**src/logic/ebusPkg.sv**
```systemverilog
// Shared types for the diagnostic register bus

package ebusPkg;

  localparam int ebusWidth  = 36;            // Bus word width
  localparam int vmaWidth   = 23;            // VMA address bits
  localparam int scdWidth   = 10;            // SCD shift count bits
  localparam int aprErrBits = 4;             // Sticky APR error flags
  localparam int scdZeroBit = ebusWidth - 1; // SCD zero flag position on read

  // One bus word, bit 0 is the LSB
  typedef logic [ebusWidth-1:0] tEbusData;

  // Command opcode from the outside port
  typedef enum logic [1:0] {
    opNone  = 2'd0,   // Idle cycle
    opRead  = 2'd1,   // Unit drives its register onto the bus
    opWrite = 2'd2,   // Unit loads from data
    opCond  = 2'd3    // Unit-specific condition
  } tEbusOp;

  // Target unit select
  typedef enum logic [1:0] {
    devApr = 2'd0,    // Processor status
    devVma = 2'd1,    // Virtual memory address
    devScd = 2'd2     // Shift count
  } tEbusDev;

  // External command word, one per cycle
  typedef struct packed {
    tEbusOp   op;
    tEbusDev  dev;
    tEbusData data;
  } tEbusCmd;

  // Registered strobe set, one per unit
  typedef struct packed {
    logic     rd;     // Drive register next cycle
    logic     wr;     // Load at next edge
    logic     cond;   // Condition at next edge
    tEbusData data;   // Write data or condition mask
  } tEbusStrobe;

  // One unit's request for the shared bus
  typedef struct packed {
    logic     driving;  // Unit wants the bus
    tEbusData data;     // Unit's bus contents
  } tEBUSdriver;

  // Read result to the outside
  typedef struct packed {
    logic     valid;  // High for one cycle per read
    tEbusData data;
  } tEbusResp;

endpackage

```
**src/logic/aprUnit.sv**
```systemverilog
`timescale 1ns/1ps

// APR status register
// Low bits are sticky error flags, upper bits are control bits

module aprUnit import ebusPkg::*; (
  input  logic                  masterClk,
  input  logic                  reset,
  input  tEbusStrobe            stb,
  input  logic [aprErrBits-1:0] errIn,   // Sampled every edge
  output tEBUSdriver            bus
);

  tEbusData              status;     // Flags in [aprErrBits-1:0]
  logic [aprErrBits-1:0] flagsNext;

  // Flag update
  // A condition clears the masked flags first, then new errors
  // set theirs, so an error at the same edge is never lost
  always_comb begin
    flagsNext = status[aprErrBits-1:0];
    if (stb.cond) begin
      flagsNext = flagsNext & ~stb.data[aprErrBits-1:0];  // Mask clear
    end
    flagsNext = flagsNext | errIn;  // Sticky set
  end

  always_ff @(posedge masterClk) begin
    if (reset) begin
      status <= '0;
    end else begin
      status[aprErrBits-1:0] <= flagsNext;
      if (stb.wr) begin
        // Write only touches control bits
        status[ebusWidth-1:aprErrBits] <= stb.data[ebusWidth-1:aprErrBits];
      end
    end
  end

  // Bus request during the cycle after the read strobe edge
  always_comb begin
    bus.driving = stb.rd;
    bus.data    = status;   // Mux ignores it unless driving
  end

endmodule

```
**src/logic/ebusArbiter.sv**
```systemverilog
`timescale 1ns/1ps

// Fixed priority bus mux, APR first then VMA then SCD
// Also flags cycles with more than one driver

module ebusArbiter import ebusPkg::*; (
  input  logic       masterClk,
  input  logic       reset,
  input  tEBUSdriver aprBus,
  input  tEBUSdriver vmaBus,
  input  tEBUSdriver scdBus,
  output tEbusData   ebus,
  output logic       busConflict   // Registered, more than one driver seen
);

  logic [1:0] drvCount;   // Drivers this cycle, 0..3

  // Priority mux, nobody driving reads as zero
  always_comb begin
    if (aprBus.driving)      ebus = aprBus.data;
    else if (vmaBus.driving) ebus = vmaBus.data;
    else if (scdBus.driving) ebus = scdBus.data;
    else                     ebus = '0;
  end

  // Count simultaneous drivers
  always_comb begin
    drvCount = 2'(aprBus.driving) + 2'(vmaBus.driving) + 2'(scdBus.driving);
  end

  always_ff @(posedge masterClk) begin
    if (reset) begin
      busConflict <= 1'b0;
    end else begin
      busConflict <= (drvCount > 2'd1);  // Should never happen
    end
  end

endmodule

```
**src/logic/ebusCtl.sv**
```systemverilog
`timescale 1ns/1ps

// Bus controller, turns commands into per-unit strobes
// Read data comes back one edge after the strobe edge

module ebusCtl import ebusPkg::*; (
  input  logic       masterClk,
  input  logic       reset,
  input  tEbusCmd    cmd,       // New command each cycle
  input  tEbusData   ebus,      // Arbitrated bus
  output tEbusStrobe aprStb,
  output tEbusStrobe vmaStb,
  output tEbusStrobe scdStb,
  output tEbusResp   resp
);

  tEbusStrobe stbNext;   // Decoded strobe before unit select
  tEbusStrobe aprNext;
  tEbusStrobe vmaNext;
  tEbusStrobe scdNext;
  logic       rdPend;    // Read strobe is out this cycle

  // Opcode decode, same for every unit
  always_comb begin
    stbNext      = '0;
    stbNext.rd   = (cmd.op == opRead);
    stbNext.wr   = (cmd.op == opWrite);
    stbNext.cond = (cmd.op == opCond);
    stbNext.data = cmd.data;  // Payload rides along
  end

  // Unit select, only the addressed unit sees the strobe
  always_comb begin
    aprNext = '0;
    vmaNext = '0;
    scdNext = '0;
    case (cmd.dev)
      devApr:  aprNext = stbNext;
      devVma:  vmaNext = stbNext;
      devScd:  scdNext = stbNext;
      default: ;                // Unused code, no unit
    endcase
  end

  // Strobe stage, edge E
  always_ff @(posedge masterClk) begin
    if (reset) begin
      aprStb <= '0;
      vmaStb <= '0;
      scdStb <= '0;
      rdPend <= 1'b0;
    end else begin
      aprStb <= aprNext;
      vmaStb <= vmaNext;
      scdStb <= scdNext;
      rdPend <= stbNext.rd;   // Read flag follows strobes
    end
  end

  // Capture stage, edge E+1
  always_ff @(posedge masterClk) begin
    if (reset) begin
      resp <= '0;
    end else begin
      resp.valid <= rdPend;     // One cycle per read
      if (rdPend) begin
        resp.data <= ebus;      // Hold last read otherwise
      end
    end
  end

endmodule

```
**src/logic/ebusTop.sv**
```systemverilog
`timescale 1ns/1ps

// Diagnostic bus subsystem top
// Controller, arbiter and the three peer units

module ebusTop import ebusPkg::*; (
  input  logic                  masterClk,
  input  logic                  reset,
  input  tEbusCmd               cmd,          // One command per cycle
  input  logic [aprErrBits-1:0] errIn,        // APR error sources
  output tEbusResp              resp,         // Read results
  output logic                  busConflict   // Multiple drivers seen
);

  tEbusStrobe aprStb;   // Controller to units
  tEbusStrobe vmaStb;
  tEbusStrobe scdStb;
  tEBUSdriver aprBus;   // Units to arbiter
  tEBUSdriver vmaBus;
  tEBUSdriver scdBus;
  tEbusData   ebus;     // Muxed bus

  ebusCtl u_ebusCtl (
    .masterClk (masterClk),
    .reset     (reset),
    .cmd       (cmd),
    .ebus      (ebus),
    .aprStb    (aprStb),
    .vmaStb    (vmaStb),
    .scdStb    (scdStb),
    .resp      (resp)
  );

  ebusArbiter u_ebusArbiter (
    .masterClk   (masterClk),
    .reset       (reset),
    .aprBus      (aprBus),
    .vmaBus      (vmaBus),
    .scdBus      (scdBus),
    .ebus        (ebus),
    .busConflict (busConflict)
  );

  aprUnit u_aprUnit (
    .masterClk (masterClk),
    .reset     (reset),
    .stb       (aprStb),
    .errIn     (errIn),
    .bus       (aprBus)
  );

  vmaUnit u_vmaUnit (
    .masterClk (masterClk),
    .reset     (reset),
    .stb       (vmaStb),
    .bus       (vmaBus)
  );

  scdUnit u_scdUnit (
    .masterClk (masterClk),
    .reset     (reset),
    .stb       (scdStb),
    .bus       (scdBus)
  );

endmodule

```
**src/logic/scdUnit.sv**
```systemverilog
`timescale 1ns/1ps

// SCD shift count register
// Load, saturating decrement, zero flag on read

module scdUnit import ebusPkg::*; (
  input  logic       masterClk,
  input  logic       reset,
  input  tEbusStrobe stb,
  output tEBUSdriver bus
);

  logic [scdWidth-1:0] count;   // Shift count
  logic                zero;    // Count is zero

  assign zero = (count == '0);

  always_ff @(posedge masterClk) begin
    if (reset) begin
      count <= '0;
    end else if (stb.wr) begin
      count <= stb.data[scdWidth-1:0];  // Load low bits
    end else if (stb.cond && !zero) begin
      count <= count - 1'b1;            // Stops at zero
    end
  end

  // Read word: count low, zero flag in the top bit
  always_comb begin
    bus.driving             = stb.rd;
    bus.data                = '0;
    bus.data[scdWidth-1:0]  = count;
    bus.data[scdZeroBit]    = zero;
  end

endmodule

```
**src/logic/vmaUnit.sv**
```systemverilog
`timescale 1ns/1ps

// VMA address register, load and increment

module vmaUnit import ebusPkg::*; (
  input  logic       masterClk,
  input  logic       reset,
  input  tEbusStrobe stb,
  output tEBUSdriver bus
);

  logic [vmaWidth-1:0] vma;   // Current address

  always_ff @(posedge masterClk) begin
    if (reset) begin
      vma <= '0;
    end else if (stb.wr) begin
      vma <= stb.data[vmaWidth-1:0];  // Upper bus bits dropped
    end else if (stb.cond) begin
      vma <= vma + 1'b1;              // Wraps at 23 bits
    end
  end

  // Read path, zero extended to bus width
  always_comb begin
    bus.driving               = stb.rd;
    bus.data                  = '0;
    bus.data[vmaWidth-1:0]    = vma;
  end

endmodule

```
**config.mk**
```make
export PLATFORM = sky130hd
export DESIGN_NAME = ebusTop
export DESIGN_NICKNAME = d
export VERILOG_FILES = /design/src/logic/ebusPkg.sv /design/src/logic/aprUnit.sv /design/src/logic/ebusArbiter.sv /design/src/logic/ebusCtl.sv /design/src/logic/ebusTop.sv /design/src/logic/scdUnit.sv /design/src/logic/vmaUnit.sv
export SDC_FILE = /design/constraint.sdc
export NUM_CORES = 1
export LEC_CHECK = 0
export BUFFER_PORTS_ARGS = -buffer_cell sky130_fd_sc_hd__buf_2
export CORE_MARGIN = 2
export CORE_UTILIZATION = 40
export DETAILED_ROUTE_END_ITERATION = 10
export GPL_TIMING_DRIVEN = 1
export PLACE_DENSITY = 0.65
export SLEW_MARGIN = 30
export SYNTH_ARGS = -nofsm -noshare
export SYNTH_HDL_FRONTEND = slang
export SYNTH_SLANG_ARGS = --single-unit
```
**constraint.sdc**
```tcl
create_clock -name masterClk -period 2.7 [get_ports masterClk]
set_input_delay 0.54 -clock masterClk [delete_from_list [all_inputs] [get_ports masterClk]]
set_output_delay 0.54 -clock masterClk [all_outputs]
set_load 0.01 [all_outputs]
```
Yosys cells after proc, flatten, opt, wreduce, memory -nomap -nowiden
Cells that the tools add are included.
W data, S select, Z words.
Word-level totals
  bits in registers: 186
  latch bits: 0
  memory bits (writable): 0
  memory bits (read-only): 0
  output and inout bits: 38
  memories kept: 0
Operators by class
  add/sub/neg operators: 4
  multiply operators: 0
  div/mod/pow operators: 0
  order comparisons: 1
  eq/ne operators: 5
  shift-type cells: 0
  multiplexer cells: 8
  bitwise operators: 6
  reductions and logical operators: 9
Operators by type and width (count)
  $mux W36: 3
  $mux W23: 2
  $add A23 B1 Y23 const B: 1
  $mux W10: 2
  $logic_not A10 Y1: 1
  $sub A10 B1 Y10 const B: 1
  $eq A2 B2 Y1 const B: 3
  $reduce_or A2 Y1: 3
  $and A4 B4 Y4: 1
  $eq A2 B1 Y1 const B: 2
  $mux W4: 1
  $not A4 Y4: 1
  $or A4 B4 Y4: 1
  $reduce_bool A2 Y1: 2
  $not A1 Y1: 3
  $add A1 B1 Y2: 1
  $add A2 B1 Y2: 1
  $gt A2 B1 Y1 const B: 1
  $logic_not A2 Y1: 1
  $logic_and A1 B1 Y1: 1
  $logic_not A1 Y1: 1

Longest topological paths before layout
Gate-level depths: netlist of the first run.
  word-level depth: 5
  gate-level depth with buffers: 6
  gate-level depth less buffers: 6

Modules after synthesis
From an unflattened synthesis of the first run, not the netlist that was laid out.
Second synthesis, totals
  cells, all modules: 985
  area, all modules: 9135.0 um2
By module, submodules not included
  ebusCtl: times used 1, cells an instance 413, area an instance 4469.3 um2, seq. area each 3103.0 um2
  vmaUnit: times used 1, cells an instance 183, area an instance 1455.1 um2, seq. area each 460.4 um2
  aprUnit: times used 1, cells an instance 121, area an instance 1325.0 um2, seq. area each 720.7 um2
  ebusArbiter: times used 1, cells an instance 168, area an instance 1052.3 um2, seq. area each 20.0 um2
  scdUnit: times used 1, cells an instance 100, area an instance 833.3 um2, seq. area each 200.2 um2

Least setup slack after synthesis of the first run
Ideal clock, no wire load.
  path type: register to register
  from: reg u_ebusCtl.vmaStb[36] (netlist name)
  to: reg u_vmaUnit.vma[21]
  library setup time: 0.091 ns
  arrival time: 1.908 ns
  required time: 2.609 ns
  setup slack: 0.701 ns
  cell stages (with the launch flop): 6
  buffers on the path: 1
  period minus slack after synthesis: 1.999 ns
  path through: dfxtp_1 > buf_2 > nand4_1 > or4_4 > or4_1 > a311oi_1
On the way
  longest elaborated chain between the ends: 1
Ends and longest elaborated chain
  $reduce_bool A2 Y1 (no source line)
  end signal: assignment: RTL line vmaUnit.sv:18  | vma <= stb.data[vmaWidth-1:0];
  end signal: assignment: RTL line vmaUnit.sv:20  | vma <= vma + 1'b1;
  end: declaration: RTL line vmaUnit.sv:12  | logic [vmaWidth-1:0] vma;
Every way passes these cells.
A chain may end at the register's enable or synchronous reset.

Worst setup path in the final report of the first run
  from: reg u_ebusCtl.vmaStb[36] (netlist name)
  to: reg u_vmaUnit.vma[21]
On the way
  longest elaborated chain between the ends: 1
Ends and longest elaborated chain
  $reduce_bool A2 Y1 (no source line)
Every way passes these cells.

==> results of run 1 <==
critical path: stages, from the launching register on:
cell and delay [ns]:
dfxtp_1 0.51, nand4_1 0.26, or4_4 0.60, or4_1 0.51
a311oi_1 0.24
layout by cell type, fill, tap and decap left out, types with 8 or more instances in the layout:
cell type,instances
buf_4,9
nor2_1,85
buf_2,82
mux2i_1,34
nand3_1,22
o21ai_0,31
dfxtp_1,183
or4_1,11
o31ai_1,9
a211oi_1,8
nand2b_1,35
a21oi_1,36
inv_1,9
a311oi_1,13
and3_1,39
nand2_1,71
and2_1,39
xnor2_1,8
o211ai_1,25
clkbuf_16,17
report_power, final:
| part | leakage [nW] | internal, W | switching [W] |
|---|---|---|---|
| sequential | 1.51 | 0.00280 | 0.0000478 |
| clock | 0.316 | 0.00167 | 0.00110 |
| combinational | 1.39 | 0.000106 | 0.000151 |
logic make-up (layout without fill, tap and decap cells):
| group | count (synthesis) | in the layout | share of synthesized area (%) |
|---|---|---|---|
| buf+inv | 63 | 137 | 3.47 |
| simple gates | 340 | 340 | 24.8 |
| flops | 186 | 186 | 52.7 |
| xor+xnor | 10 | 10 | 1.24 |
| fa+ha+maj | 3 | 3 | 0.532 |
| mux | 34 | 34 | 4.82 |
| compound gates | 135 | 135 | 12.4 |
registers in the layout (all words and copies together), names as in the netlist:
register                   count
u_ebusCtl.rdPend               1
u_ebusCtl.aprStb              39
u_ebusCtl.scdStb              13
u_vmaUnit.vma                 23
u_ebusCtl.vmaStb              26
u_aprUnit.status              36
u_scdUnit.count               10
u_ebusArbiter.busConflict      1
u_ebusCtl.resp                37
final timing paths:
| kind | cells past startpoint | startpoint | end | slack, ns |
|---|---|---|---|---|
| worst max-delay path | 4 | u_ebusCtl.vmaStb[36] | u_vmaUnit.vma[21] | 0.49 |
| worst min-delay path | 2 | cmd[24] | u_ebusCtl.aprStb[24] | 0.31 |
| worst max register to register | 4 | u_ebusCtl.vmaStb[36] | u_vmaUnit.vma[21] | 0.49 |
| worst min register to register | 2 | u_ebusCtl.vmaStb[3] | u_vmaUnit.vma[3] | 0.44 |
through the flow:
step	utilization, %	total power [W]	cells	hold WS, ns
final	48.3	0.00587	1070	0.313
after global routing	48.3	0.00609	1070	0.299
after CTS	48.3	0.00593	1070	0.296
after detailed placement	44.4	0.00317	1038	0.437
after global placement	44.4	0.00317	1038	0.430
after floorplan	-	0.00305	771	0.426
routing by layer:
metal  vias to the layer above  track usage, %  part of all wire (%)
met5                         -               0                     0
met4                         0            6.30                   1.6
met3                        17            4.19                   4.5
met2                       131            29.1                    46
met1                      2638            26.0                    48
li1                       2806               -                     -
cell type report:
type / instances / area [um^2]
repair buffers: 94 / 538
well taps: 225 / 282
fillers: 1691 / 8950
inverters: 11 / 41.3
clock inverters: 15 / 239
flip-flops and latches: 186 / 3730
multi-input cells: 522 / 3100
clock buffers: 17 / 425
==> results.md, run 1 <==
- The path class of the tightest hold or removal check is primary input to flop.
- The post-layout net count is 881.
- The share of final-layout standard cells stronger than drive strength 1 is 16.3%.
- Setup repair after global routing left no endpoint under its margin.
- After synthesis, the cell types taking the most area are dfxtp_1, mux2i_1, nor2_1, nand2_1, and2_1.
- The power density of the placed cells is 704 nW/um^2.
- Setup slack closes at 0.486 ns.
- The count of inserted antenna diode cells is 0.
- Clock skew on the completed layout was measured at roughly 0.0099 ns.
- Along the worst path, the maximum fanout reaches 10.
- The TritonCTS clock tree is built.
- dfxtp_1 is the most common cell in the netlist.
- The effective utilization at floorplan is roughly two fifths.
- between 80 and 90 I/O pins were placed.
- Clock tree synthesis found a total of ~190 sinks.
- The H-tree depth is 4.
- The commonest cells after synthesis are dfxtp_1, nor2_1, nand2_1.
- The post-route minimum period is 2.21 ns.
- The post-synthesis instance area is 7060 um^2.
- The total global routing overflow is 0.
- STA classifies the critical path endpoint as a flop.
- Summed over all failing endpoints, the final setup total negative slack is 0 ns.
- The mean routed wirelength per cell is 15.9 um.
- The number of hold buffers added after cts is 0.
- Routability-driven placement finished with a final weighted congestion of 0.857.
- The measured slew at the worst slew-check pin is ~0.75 ns.
- The first detailed-routing pass took 5 iterations.
- The final layout contains routed wiring with a total length of 17100 um.
- The HPWL reported at the end of detailed placement is 11200 um.
- The largest vdd supply drop is approximately 0.47 mV.
- The number of antenna violations at the first check in global routing was 0.
- The leading register cell type out of synthesis is dfxtp_1.
- The die covers around 19000 um^2.
- In this run the static leakage power is between 3 and 4 nW.
- The number of remaining DRC errors is 0.
- The setup slack at placement is 0.511 ns.
- For the worst setup path, the data arrival time is 2.55 ns.
- In this run, the number of DRC markers left after iteration 0 of detailed routing was 428.
- Derived from the worst setup path, the maximum achievable clock frequency is 452 MHz.
- The via count of the first global-routing pass is 5238.
- The required time reported for the critical path endpoint is 3.04 ns.
- Entering global routing, the biggest net connects 69 pins.
- The flow ran to the end, and the final reports show no timing, DRC or antenna violations.
- The number of nets in the synthesized netlist is between 800 and 900.
- The cell type with the highest aggregate area in the netlist is dfxtp_1.
- The cell at the root of the clock tree is clkbuf_16.
- The fraction of synthesized cell area taken by the top area cell type is 52.7%.
- The number of library cell types mapped by synthesis is 49.
- The die span in y is 137 um.
- The average via count per standard cell is 5.23.
- After synthesis, flip-flops and latches occupy 52.7% of the total area.
- During placement, the flow inserted port buffers numbering 83.
- The clock input transition at the sequential cells of the worst setup and hold paths is 0.07 ns.
- For this run, the number of Yosys warnings is 0.
- The post-route antenna net violation count is 0.
- The total area inside the core boundary comes to 17300 um^2.
- The number of failing hold endpoints at the final stage is 0.
- In this run, synthesis inferred 0 flip-flops with an integrated enable.
- In this run, post-CTS repair resized a total of 0 instances.
- Counting flops with an async set or reset pin after synthesis yields a share of 0%.
- After synthesis, the mean cell area works out to 9.16 um^2.
- The number of max-cap violations is 0.
- The setup path with the least slack is of type flop to flop.
- In this run the cell area measured after placement is 7680 um^2.
- Counting the buffers created by CTS gives 17.
- The total global-route track usage is 18.8%.
- The worst path uses 82.0% of the clock period.
- The count of final setup violators is 0.
- The floorplan row count is 48.
- The wire length of the first global-routing pass is around 27000 um.
- The area added between synthesis and finish is 18.3%.
- The worst setup path is launched from a flop.
- After clock tree synthesis, the setup repair step added 0 buffers.
- Measured against its own limit, the worst slew margin works out to 49.4%.
- The number of slew-limit violations in the final report is 0.
- Synthesis inferred 186 register bits.
- The number of vias after detailed routing is 5592.
- Clock latency on the worst-skew pair, taken at its later pin, is 0.43 ns.
- Counting along the longest clock path gives a buffer depth of 2.
- In this run the horizontal extent of the chip is 137 um.
- The final instance area is 8350 um^2.
- The number of instances in the synthesized netlist is 771.
(Power assumes the default switching activity.)
==> inputs of run 2 (changes only) <==
Settings changed: PLACE_DENSITY 0.65 to 0.68.
Clock period 2.7 ns to 1.8 ns, I/O delays scaled along.
==> run 2 against run 1 <==
Net effect:
- the flow now finishes with violations (setup timing)
- setup slack got worse by 0.66 ns
- fmax up 12%
- critical path depth up 1
- largest cell class unchanged
- design area increased by 5.7%
- final cell count increased by 4.7%
- die area is the same
- sequential power rose by 49%
- non-clock buffer count is 50 higher
- core utilization rose by 2.8 points
- flip-flop and latch count stayed put
- combinational power is 85% higher
- sequential share of layout area fell by 2.1 points
==> results.md, run 2 (synthesized netlist as in run 1, its figures left out) <==
- For this run, the detailed router's first-pass iteration total came to 6.
- The total global routing overflow is 0.
- More flip-flops sit in one register than any other, and that register is u_ebusCtl.aprStb.
- The worst hold path belongs to the class primary input to flop.
- The first global-routing pass estimated 27800 um of wire.
- For this run, the share of the core covered by cells in the final layout is 51.0%.
- The number of failing hold endpoints at the final stage was 0.
- The final hold slack is 0.129 ns.
- The startpoint type of the worst setup path is a flop.
- The maximum fanout count along the critical path is 5.
- The top achievable clock speed is 508 MHz.
- Clock-pin slew was measured on the worst setup and hold paths at 0.07 ns.
- The worst setup path is captured at a flop.
- The post-layout net count is 931.
- The initial utilization of the core area, before any placement, comes to 40.8%.
- The via count of the first global-routing pass is 5444.
- In this run the power density over the cells is 982 nW/um^2.
- The register with the most flip-flops in the layout has 39 of them.
- Leaving out fill and tap cells, the most frequent cell in the layout is dfxtp_1.
- Prior to clock tree synthesis, the placed netlist has a worst setup slack of -0.180 ns.
- In the post-route analysis, the smallest setup slack over all paths is -0.170 ns.
- The TritonCTS clock tree is built.
- In the final layout, the share of cells above drive strength 1 is 24.0%.
- At the pin with the least slew margin, the transition time is between 0.4 and 0.5 ns.
- Once detail routing completed, the nets flagged for antenna violations numbered 0.
- The floorplan row count is 48.
- The count of final setup violators is 9.
- The run finished, with violations left.
- Once placement completed, the tool counted placed cells totaling 1079.
- In the routed design, unresolved DRC markers number 0.
- Summed over all nets, the half-perimeter wirelength after detailed placement is 11900 um.
- The mean routed wirelength per cell is between 15 and 20 um.
- The number of slew-limit violations in the final report is 0.
- Entering global routing, the biggest net connects 54 pins.
- Counting the fill cells in the layout gives 1616.
- The number of antenna violations at the first check in global routing is 0.
- The analysis attributes to cell leakage a power of 3.48 nW.
- The largest registers in the layout are u_ebusCtl.aprStb: 39 flops, u_ebusCtl.resp: 37 flops, u_aprUnit.status: 36 flops.
- The count of non-filler cells in the finished layout is around 1100.
- The number of buffers inserted during clock tree synthesis is 17.
- The average via count per standard cell is ~5.2.
- The weighted congestion reported at the end of routability-driven placement is 0.873.
- The clock network latency to the later pin of the worst-skew pair is 0.43 ns.
- The worst clock skew is approximately 0.0075 ns.
- The die width is approximately 140 um.
- The number of max-cap violations is 0.
- The data arrival time of the critical path is 2.31 ns.
- In this run, the number of DRC markers left after iteration 0 of detailed routing was 442.
- STA puts the critical path data required time at 2.14 ns.
- In the global route stage, overall resource usage came out at between 10% and 20%.
- The buffer depth of the longest clock path is 2.
- The die covers 18700 um^2.
- The area added between synthesis and finish is 25.0%.
- The count of inserted antenna diode cells is 0.
- IR analysis of the VDD net gives a maximum drop of 0.543 mV.
- The top-level port count is 84.
- The H-tree depth is 4.
- Setup repair after global routing could not meet its margin everywhere.
- In the layout the commonest cells are dfxtp_1, nor2_1, buf_2, nand2_1, buf_4.
- The routed layout has 5846 vias.
- The final critical-path share of the clock period is 109%.
- The critical path is of the flop to flop type.
- The core region is 17300 um^2.
- The post-route minimum period is 1.97 ns.
- The post-detailed-routing wire length is 17600 um.
- The sink count of the clock tree is between 150 and 200.
- The die span in y is 137 um.
- The worst slew margin relative to its limit is 67.3%.
- The checks that failed: setup timing.
- In this run the tool buffered the top-level ports with 83 buffer cells.
- The cell at the root of the clock tree is clkbuf_16.
[run 2: changes by cell type in the layout (fill, tap and decap cells not counted), sizes merged]
cell and delta:
buf +50, bufinv -2, clkinv -1, clkinvlp -1
inv +4
[run 2: layout make-up]
type | count | area, um^2 | share of cell area, %
Tap cell | 225 | 282 | 3.19
Sequential cell | 186 | 3750 | 42.5
Clock buffer | 17 | 425 | 4.82
Timing Repair Buffer | 144 | 938 | 10.6
Multi-Input combinational cell | 522 | 3190 | 36.1
Clock inverter | 15 | 201 | 2.28
Inverter | 11 | 43.8 | 0.496
[run 2: metal layers]
layer / vias to the layer above / global-route usage (%) / part of all wire [%]
met5: - / 0 / 0
met4: 0 / 7.73 / 2.3
li1: 2904 / - / -
met1: 2721 / 26.0 / 47
met2: 184 / 29.8 / 45
met3: 37 / 4.15 / 5.6
[run 2: worst paths after layout]
kind / startpoint / to / slack [ns] / cells past startpoint
setup / recovery: u_vmaUnit.vma[8] / u_vmaUnit.vma[18] / -0.17 / 5
hold / removal: cmd[34] / u_ebusCtl.aprStb[34] / 0.13 / 2
setup reg to reg: u_vmaUnit.vma[8] / u_vmaUnit.vma[18] / -0.17 / 5
hold reg to reg: u_ebusCtl.vmaStb[0] / u_vmaUnit.vma[0] / 0.46 / 2
[run 2: stage by stage]
| step | power, W | area [um^2] | setup TNS (ns) |
|---|---|---|---|
| after detailed placement | 0.00479 | 8030 | -0.760 |
| after CTS | 0.00872 | 8720 | -1.14 |
| after global placement | 0.00479 | 8030 | -0.384 |
| after global routing | 0.00896 | 8830 | -2.16 |
| final | 0.00867 | 8830 | -1.30 |
| after floorplan | 0.00458 | 7080 | -0.293 |
[run 2: worst max-delay path: stages, from the launching register on]
cell	delay, ns
dfxtp_2	0.33
nand4_1	0.16
or4_4	0.57
buf_6	0.15
or4_4	0.47
a311oi_1	0.21
[run 2: timing repair]
| action | 4_1_cts | 5_1_grt |
|---|---|---|
| gates resized for setup | 9 | 21 |
| endpoints found under the setup margin | 13 | 17 |
| buffers inserted | 6 | 3 |
| hold buffers | 0 | 0 |
| pin swaps | 13 | 15 |
[run 2: power breakdown]
group          switching [W]  internal [W]
logic               0.000262      0.000212
registers          0.0000543       0.00420
clock network        0.00170       0.00224
total                0.00201       0.00665
